File: src/rtl/raster_pkg.sv
// ~~~~~~~~~~~~~~~~~~~~
// raster package: coordinate and colour widths, scene size, vertex type
// ~~~~~~~~~~~~~~~~~~~~

package raster_pkg;

    localparam int coord_w = 16;    // signed coordinate width
    localparam int cidx_w = 4;      // colour index width
    localparam int shape_cnt = 3;   // triangles in the scene
    localparam int shape_id_w = 2;  // shape number width

    typedef logic signed [coord_w-1:0] coord_t;
    typedef logic [cidx_w-1:0] cidx_t;

    // one screen position, x in the upper half
    typedef struct packed {
        coord_t x;
        coord_t y;
    } vertex_t;

endpackage

File: src/rtl/draw_ifs.sv
// ~~~~~~~~~~~~~~~~~~~~
// drawing interfaces: triangle and line request channels
// ~~~~~~~~~~~~~~~~~~~~

`timescale 1ns/1ps

// sequencer to triangle drawer
interface tri_if;

    logic start;                 // one-cycle request strobe
    raster_pkg::vertex_t v0;
    raster_pkg::vertex_t v1;
    raster_pkg::vertex_t v2;
    logic done;                  // one-cycle completion strobe

    modport src (output start, output v0, output v1, output v2, input done);
    modport dst (input start, input v0, input v1, input v2, output done);

endinterface

// triangle drawer to line drawer
interface line_if;

    logic start;                 // one-cycle request strobe
    raster_pkg::vertex_t p0;     // first pixel of the line
    raster_pkg::vertex_t p1;     // last pixel of the line
    logic done;                  // one-cycle completion strobe

    modport src (output start, output p0, output p1, input done);
    modport dst (input start, input p0, input p1, output done);

endinterface

File: src/rtl/line_drawer.sv
// ~~~~~~~~~~~~~~~~~~~~
// line drawer: Bresenham stepper, one pixel per enabled cycle
// ~~~~~~~~~~~~~~~~~~~~

`timescale 1ns/1ps

module line_drawer (
    input  logic clk,
    input  logic rst,
    input  logic oe,
    line_if.dst line,
    output raster_pkg::coord_t x,
    output raster_pkg::coord_t y,
    output logic drawing
);

    typedef enum logic [1:0] {st_idle, st_setup, st_draw, st_end} state_t;

    state_t state;

    // error term needs headroom for 2*err on a full-range line
    logic signed [raster_pkg::coord_w+2:0] diff_x, diff_y;
    logic signed [raster_pkg::coord_w+2:0] abs_x, abs_y;
    logic signed [raster_pkg::coord_w+2:0] dx, dy;  // |dx| and -|dy|
    logic signed [raster_pkg::coord_w+2:0] err, e2;
    logic sx, sy;                                   // 1 steps toward negative
    logic step_x, step_y;
    logic at_end;

    function automatic logic signed [raster_pkg::coord_w+2:0] widen(
        input raster_pkg::coord_t c
    );
        return $signed({{3{c[raster_pkg::coord_w-1]}}, c});
    endfunction

    always_comb begin
        diff_x = widen(line.p1.x) - widen(line.p0.x);
        diff_y = widen(line.p1.y) - widen(line.p0.y);
        abs_x = diff_x[raster_pkg::coord_w+2] ? -diff_x : diff_x;
        abs_y = diff_y[raster_pkg::coord_w+2] ? -diff_y : diff_y;
        e2 = err <<< 1;
        step_x = (e2 >= dy);
        step_y = (e2 <= dx);
        at_end = (x == line.p1.x) && (y == line.p1.y);
    end

    always_ff @(posedge clk) begin
        if (rst) begin
            state <= st_idle;
        end else begin
            case (state)
                st_idle: begin
                    if (line.start) begin
                        state <= st_setup;
                    end
                end
                st_setup: begin
                    if (oe) begin
                        state <= st_draw;
                    end
                end
                st_draw: begin
                    if (oe && at_end) begin
                        state <= st_end;  // p1 was just emitted
                    end
                end
                default: state <= st_idle;
            endcase
        end
    end

    // x and y only move under oe, so a stall never drops a pixel
    always_ff @(posedge clk) begin
        if (state == st_setup && oe) begin
            dx <= abs_x;
            dy <= -abs_y;
            sx <= diff_x[raster_pkg::coord_w+2];
            sy <= diff_y[raster_pkg::coord_w+2];
            err <= abs_x - abs_y;
            x <= line.p0.x;
            y <= line.p0.y;
        end else if (state == st_draw && oe && !at_end) begin
            err <= err + (step_x ? dy : '0) + (step_y ? dx : '0);
            if (step_x) begin
                x <= sx ? x - raster_pkg::coord_t'(1) : x + raster_pkg::coord_t'(1);
            end
            if (step_y) begin
                y <= sy ? y - raster_pkg::coord_t'(1) : y + raster_pkg::coord_t'(1);
            end
        end
    end

    assign drawing = (state == st_draw) && oe;
    assign line.done = (state == st_end);

endmodule

File: src/rtl/render_top.sv
// ~~~~~~~~~~~~~~~~~~~~
// render top: draws the outlined triangle scene as a pixel stream
// ~~~~~~~~~~~~~~~~~~~~

`timescale 1ns/1ps

module render_top #(
    parameter int scale = 1  // 1, 2 or 4
) (
    input  logic clk,
    input  logic rst,
    input  logic oe,
    input  logic start,
    output raster_pkg::coord_t x,
    output raster_pkg::coord_t y,
    output raster_pkg::cidx_t cidx,
    output logic drawing,
    output logic done
);

    logic [raster_pkg::shape_id_w-1:0] shape_id;
    raster_pkg::vertex_t rom_v0, rom_v1, rom_v2;  // unscaled table output
    raster_pkg::cidx_t rom_colour;

    tri_if tri_bus ();
    line_if line_bus ();

    shape_table shape_table_i (
        .shape_id(shape_id),
        .v0(rom_v0),
        .v1(rom_v1),
        .v2(rom_v2),
        .colour(rom_colour)
    );

    scene_sequencer #(.scale(scale)) scene_sequencer_i (
        .clk(clk),
        .rst(rst),
        .start(start),
        .tri_bus(tri_bus.src),
        .shape_id(shape_id),
        .v0(rom_v0),
        .v1(rom_v1),
        .v2(rom_v2),
        .colour_in(rom_colour),
        .cidx(cidx),
        .done(done)
    );

    triangle_drawer triangle_drawer_i (
        .clk(clk),
        .rst(rst),
        .tri_bus(tri_bus.dst),
        .line(line_bus.src)
    );

    line_drawer line_drawer_i (
        .clk(clk),
        .rst(rst),
        .oe(oe),
        .line(line_bus.dst),
        .x(x),
        .y(y),
        .drawing(drawing)
    );

endmodule

File: src/rtl/scene_sequencer.sv
// ~~~~~~~~~~~~~~~~~~~~
// scene sequencer: walks the shape table and hands each
// scaled triangle to the triangle drawer
// ~~~~~~~~~~~~~~~~~~~~

`timescale 1ns/1ps

module scene_sequencer #(
    parameter int scale = 1  // 1, 2 or 4
) (
    input  logic clk,
    input  logic rst,
    input  logic start,
    tri_if.src tri_bus,
    output logic [raster_pkg::shape_id_w-1:0] shape_id,
    input  raster_pkg::vertex_t v0,
    input  raster_pkg::vertex_t v1,
    input  raster_pkg::vertex_t v2,
    input  raster_pkg::cidx_t colour_in,
    output raster_pkg::cidx_t cidx,
    output logic done
);

    typedef enum logic [1:0] {st_idle, st_init, st_draw, st_finished} state_t;

    state_t state;
    logic last_shape;

    // scale is a power of two, so a shift does the multiply
    function automatic raster_pkg::vertex_t scale_vertex(input raster_pkg::vertex_t v);
        raster_pkg::vertex_t s;
        s.x = v.x <<< $clog2(scale);
        s.y = v.y <<< $clog2(scale);
        return s;
    endfunction

    assign last_shape = (shape_id == raster_pkg::shape_id_w'(raster_pkg::shape_cnt - 1));

    always_ff @(posedge clk) begin
        if (rst) begin
            state <= st_idle;
            shape_id <= '0;
            tri_bus.start <= 1'b0;
        end else begin
            tri_bus.start <= 1'b0;  // strobe by default
            case (state)
                st_idle: begin
                    if (start) begin
                        shape_id <= '0;
                        state <= st_init;
                    end
                end
                st_init: begin
                    tri_bus.start <= 1'b1;  // vertices valid next cycle
                    state <= st_draw;
                end
                st_draw: begin
                    if (tri_bus.done) begin
                        if (last_shape) begin
                            state <= st_finished;
                        end else begin
                            shape_id <= shape_id + raster_pkg::shape_id_w'(1);
                            state <= st_init;
                        end
                    end
                end
                default: state <= st_finished;  // held until reset
            endcase
        end
    end

    // vertices stay put until the next init
    always_ff @(posedge clk) begin
        if (state == st_init) begin
            tri_bus.v0 <= scale_vertex(v0);
            tri_bus.v1 <= scale_vertex(v1);
            tri_bus.v2 <= scale_vertex(v2);
            cidx <= colour_in;
        end
    end

    // rises with the last triangle's done strobe, then held by state
    assign done = (state == st_finished) || (state == st_draw && tri_bus.done && last_shape);

endmodule

File: src/rtl/shape_table.sv
// ~~~~~~~~~~~~~~~~~~~~
// shape table: scene ROM, three vertices and a colour per shape
// ~~~~~~~~~~~~~~~~~~~~

`timescale 1ns/1ps

module shape_table (
    input  logic [raster_pkg::shape_id_w-1:0] shape_id,
    output raster_pkg::vertex_t v0,
    output raster_pkg::vertex_t v1,
    output raster_pkg::vertex_t v2,
    output raster_pkg::cidx_t colour
);

    function automatic raster_pkg::vertex_t vtx(input int px, input int py);
        raster_pkg::vertex_t v;
        v.x = raster_pkg::coord_t'(px);
        v.y = raster_pkg::coord_t'(py);
        return v;
    endfunction

    // coordinates are unscaled, 320x180 space
    always_comb begin
        case (shape_id)
            2'd0: begin
                v0 = vtx(60, 20);
                v1 = vtx(280, 80);
                v2 = vtx(160, 164);
                colour = raster_pkg::cidx_t'(3);
            end
            2'd1: begin
                v0 = vtx(70, 160);
                v1 = vtx(220, 90);
                v2 = vtx(170, 10);
                colour = raster_pkg::cidx_t'(2);
            end
            default: begin  // shape 2, id 3 unused
                v0 = vtx(22, 36);
                v1 = vtx(62, 150);
                v2 = vtx(98, 96);
                colour = raster_pkg::cidx_t'(1);
            end
        endcase
    end

endmodule

File: src/rtl/triangle_drawer.sv
// ~~~~~~~~~~~~~~~~~~~~
// triangle drawer: outlines a triangle as three line requests
// ~~~~~~~~~~~~~~~~~~~~

`timescale 1ns/1ps

module triangle_drawer (
    input  logic clk,
    input  logic rst,
    tri_if.dst tri_bus,
    line_if.src line
);

    typedef enum logic [2:0] {
        st_idle,
        st_start0,  // edge v0 -> v1
        st_wait0,
        st_start1,  // edge v1 -> v2
        st_wait1,
        st_start2,  // edge v2 -> v0
        st_wait2,
        st_done
    } state_t;

    state_t state;

    always_ff @(posedge clk) begin
        if (rst) begin
            state <= st_idle;
        end else begin
            case (state)
                st_idle: begin
                    if (tri_bus.start) begin
                        state <= st_start0;
                    end
                end
                st_start0: state <= st_wait0;
                st_wait0: begin
                    if (line.done) begin
                        state <= st_start1;
                    end
                end
                st_start1: state <= st_wait1;
                st_wait1: begin
                    if (line.done) begin
                        state <= st_start2;
                    end
                end
                st_start2: state <= st_wait2;
                st_wait2: begin
                    if (line.done) begin
                        state <= st_done;
                    end
                end
                default: state <= st_idle;  // st_done lasts one cycle
            endcase
        end
    end

    assign line.start = (state == st_start0) || (state == st_start1) || (state == st_start2);
    assign tri_bus.done = (state == st_done);

    // endpoints follow the edge being drawn
    always_comb begin
        case (state)
            st_start0, st_wait0: begin
                line.p0 = tri_bus.v0;
                line.p1 = tri_bus.v1;
            end
            st_start1, st_wait1: begin
                line.p0 = tri_bus.v1;
                line.p1 = tri_bus.v2;
            end
            default: begin
                line.p0 = tri_bus.v2;
                line.p1 = tri_bus.v0;
            end
        endcase
    end

endmodule

File: config.mk
export PLATFORM = sky130hd
export DESIGN_NAME = render_top
export DESIGN_NICKNAME = d
export VERILOG_FILES = /design/src/rtl/raster_pkg.sv /design/src/rtl/draw_ifs.sv /design/src/rtl/line_drawer.sv /design/src/rtl/render_top.sv /design/src/rtl/scene_sequencer.sv /design/src/rtl/shape_table.sv /design/src/rtl/triangle_drawer.sv
export SDC_FILE = /design/constraint.sdc
export NUM_CORES = 1
export LEC_CHECK = 0
export ABC_AREA = 1
export BUFFER_PORTS_ARGS = -buffer_cell sky130_fd_sc_hd__buf_2
export CAP_MARGIN = 0
export CORE_ASPECT_RATIO = 0.7
export CORE_MARGIN = 5
export CORE_UTILIZATION = 55
export DETAILED_ROUTE_END_ITERATION = 12
export PLACE_DENSITY = 0.72
export SETUP_SLACK_MARGIN = 0.4
export SLEW_MARGIN = 15
export SYNTH_ARGS = -nofsm -noshare
export SYNTH_HDL_FRONTEND = slang
export SYNTH_SLANG_ARGS = --single-unit
File: constraint.sdc
create_clock -name clk -period 11.2 [get_ports clk]
set_input_delay 0.56 -clock clk [delete_from_list [all_inputs] [get_ports clk]]
set_output_delay 0.56 -clock clk [all_outputs]
set_load 0.005 [all_outputs]
==> impl_metrics.ini <==
[status]
status = finished clean

[drt]
ant_nets = 0
drt_iter0_markers = 938
wl_per_cell_microns = 16.2
via_count = 8635
drc = 0
wirelength_microns = 25700
dr.pass1.iters = 5
via_per_inst = 5.44

[clocking]
htreeDepth = 3
cts_resized = 0
clkSinkCount = 103
cts_buffers = 9
clk_pin_slew_ns = 0.07
cts_root_buf = clkbuf_16
hold_buffers = 0
cts_setup_buffers = 0
cts_tree = yes
clock_path_buffers = 2
insertion_delay_ns = 0.36

[min_path]
hp-start = scene_sequencer_i.state[1]
min_path_type = reg -> reg

[logic_synthesis]
synth_compound_area_share_pct = 13.0
synth_top_family_by_area = simple AND/OR/NAND/NOR gates
synthAdderAreaFrac_pct = 19.0
synth-simple-area-share_pct = 22.5
yosysSeqAreaShare_pct = 29.9
synth-xor-area-share_pct = 4.98
syn_inst = 1310
synth.mux.area_fraction_pct = 0.200
async_flop_share_pct = 0
syn_area_sq_mm = 0.0100
synth_flop_cell = edfxtp_1
synth_edf_count = 93
yosysUniqueCellTypes = 61
synth_warnings = 0
ys_seq_elements = 103
avgSynthCellArea_sq_um = 7.64

[floorplanning]
start_util_pct = 55.7
dieArea_sq_mm = 0.0210
dieHeight_microns = 123
rows = 41
ios = 42
die_w_microns = 171
core_area_sq_mm = 0.0180

[timing]
setup_violations = 0
hold_viol = 0
setup_tns_ns = 0
finalMaxSlewViolations = 0
fmax_mhz = 166
finalCritPeriodShare_pct = 53.7
layout_min_cycle_time_ns = 6.01
worst_pin_slew_ns = 0.857
finClkSkew_ns = 0.00855
maxSlewHeadroom_pct = 42.9
grt_setup_unrepaired = false

[setup_path]
end_kind = register
required_ns = 11.31
critPathMostFrequentCell = nand2_1
worstReg2RegStart = triangle_drawer_i.state[1]
crit_slowest_cell = fa_1
worstSetupStartpointType = register
slowest_delay_ns = 0.48
worstPathArrival_ns = 6.12
cp_max_fo = 13
startpoint = triangle_drawer_i.state[1]
path_class = reg -> reg

[global_route]
antenna_found_initial = 0
grt_pass1_vias = 7937
grt_first_pass_wirelength_microns = 41500
grt_usage_pct = 25.0
overflow = 0
grt_max_degree = 64

[finish]
final_cell_mix = nand2_1, inv_1, ha_1, a21oi_1, edfxtp_1
fin_nets = 1489
drive_above_1_share_pct = 8.29
diodes = 0
final_common_cell = nand2_1
area_delta_synth_final_pct = 7.15

[placement]
portBuffers = 39
hpwl_microns = 20600
place_congestion = 0.954

[flow_run]
maxCapViolations = 0
==> per-stage QoR <==
stage | worst slack [ns] | util, % | hold slack, ns | instances | area (sq um)
after floorplan | 6.48 | - | 0.446 | 1314 | 10000
after global placement | 5.48 | 58.1 | 0.476 | 1572 | 10400
after CTS | 5.34 | 59.7 | 0.478 | 1587 | 10700
after global routing | 4.64 | 59.7 | 0.506 | 1587 | 10700
after detailed placement | 5.36 | 58.1 | 0.469 | 1572 | 10400
final | 5.19 | 59.7 | 0.478 | 1587 | 10700
==> critical path: cells and delay by family (launching register included) <==
| kind | cells | cell delay (ns) |
|---|---|---|
| buffers and inverters | 5 | 0.80 |
| adders and majority gates | 3 | 1.26 |
| AOI/OAI and AO/OA | 3 | 0.49 |
| DFF | 1 | 0.40 |
| xor gates and xnor gates | 1 | 0.23 |
| and+or+nand+nor | 21 | 2.57 |
==> cell type report <==
cell class,count,area (sq um)
fill,1696,7240
clock buffer,9,225
clock inverter,6,62.6
multi-input combinational,942,5990
tap,236,295
sequential,103,2990
inverter,249,937
timing repair buffer,42,218
==> layer usage <==
| layer | track usage [%] | up-vias | wire length (microns) |
|---|---|---|---|
| met4 | 4.65 | 0 | 343 |
| met2 | 34.3 | 312 | 9760 |
| li1 | - | 4366 | - |
| met1 | 41.0 | 3934 | 13400 |
| met5 | 0 | - | 0 |
| met3 | 4.25 | 23 | 2250 |
==> cells in the mapped netlist, types with 5 or more instances <==
| cell type | n | share of area [%] |
|---|---|---|
| o22ai_1 | 6 | 0.38 |
| nor3_1 | 16 | 0.80 |
| dfxtp_1 | 10 | 2.0 |
| nand2_1 | 286 | 11 |
| xnor2_1 | 19 | 1.7 |
| nor2_2 | 7 | 0.44 |
| fa_1 | 23 | 4.6 |
| a211oi_1 | 6 | 0.45 |
| o21a_1 | 8 | 0.60 |
| a21oi_1 | 105 | 5.3 |
| inv_1 | 240 | 9.0 |
| nand3_1 | 59 | 3.0 |
| inv_2 | 8 | 0.30 |
| clkbuf_1 | 11 | 0.41 |
| nor4_1 | 7 | 0.44 |
| nand3b_1 | 5 | 0.38 |
| nand2_2 | 14 | 0.88 |
| xor2_1 | 26 | 2.3 |
| edfxtp_1 | 93 | 28 |
| o21ai_0 | 70 | 3.5 |
| ha_1 | 115 | 14 |
| o2111ai_1 | 6 | 0.53 |
| nand4_1 | 12 | 0.75 |
| nor2_1 | 90 | 3.4 |
==> sequential cells by signal, summed over array words and instances, names as in the netlist <==
signal / count
line_drawer_i.sx: 1
line_drawer_i.sy: 1
line_drawer_i.x: 16
line_drawer_i.dx: 18
line_drawer_i.err: 17
scene_sequencer_i.tri_bus.start: 1
scene_sequencer_i.tri_bus.v1: 2
line_drawer_i.state: 2
scene_sequencer_i.tri_bus.v2: 3
scene_sequencer_i.shape_id: 2
scene_sequencer_i.state: 2
line_drawer_i.y: 16
scene_sequencer_i.cidx: 1
triangle_drawer_i.state: 3
line_drawer_i.dy: 18
==> final timing paths <==
check / to / slack, ns / cells past startpoint
setup / recovery: line_drawer_i.err[16] / 5.19 / 33
hold / removal: scene_sequencer_i.tri_bus.start / 0.48 / 1
setup reg to reg: line_drawer_i.err[16] / 5.19 / 33
hold reg to reg: scene_sequencer_i.tri_bus.start / 0.48 / 1
==> kinds of logic after synthesis <==
group | count (synthesis)
multiplexers | 2
AND/OR/NAND/NOR | 515
buffers and inverters | 269
AO/OA/AOI/OAI | 231
XOR/XNOR | 50
flip-flops | 103
other | 2
adder cells (fa/ha/maj) | 138
Power is left out: the tool's default activity adds up to more than one toggle a clock period on the data nets, which glitch-free logic cannot reach.
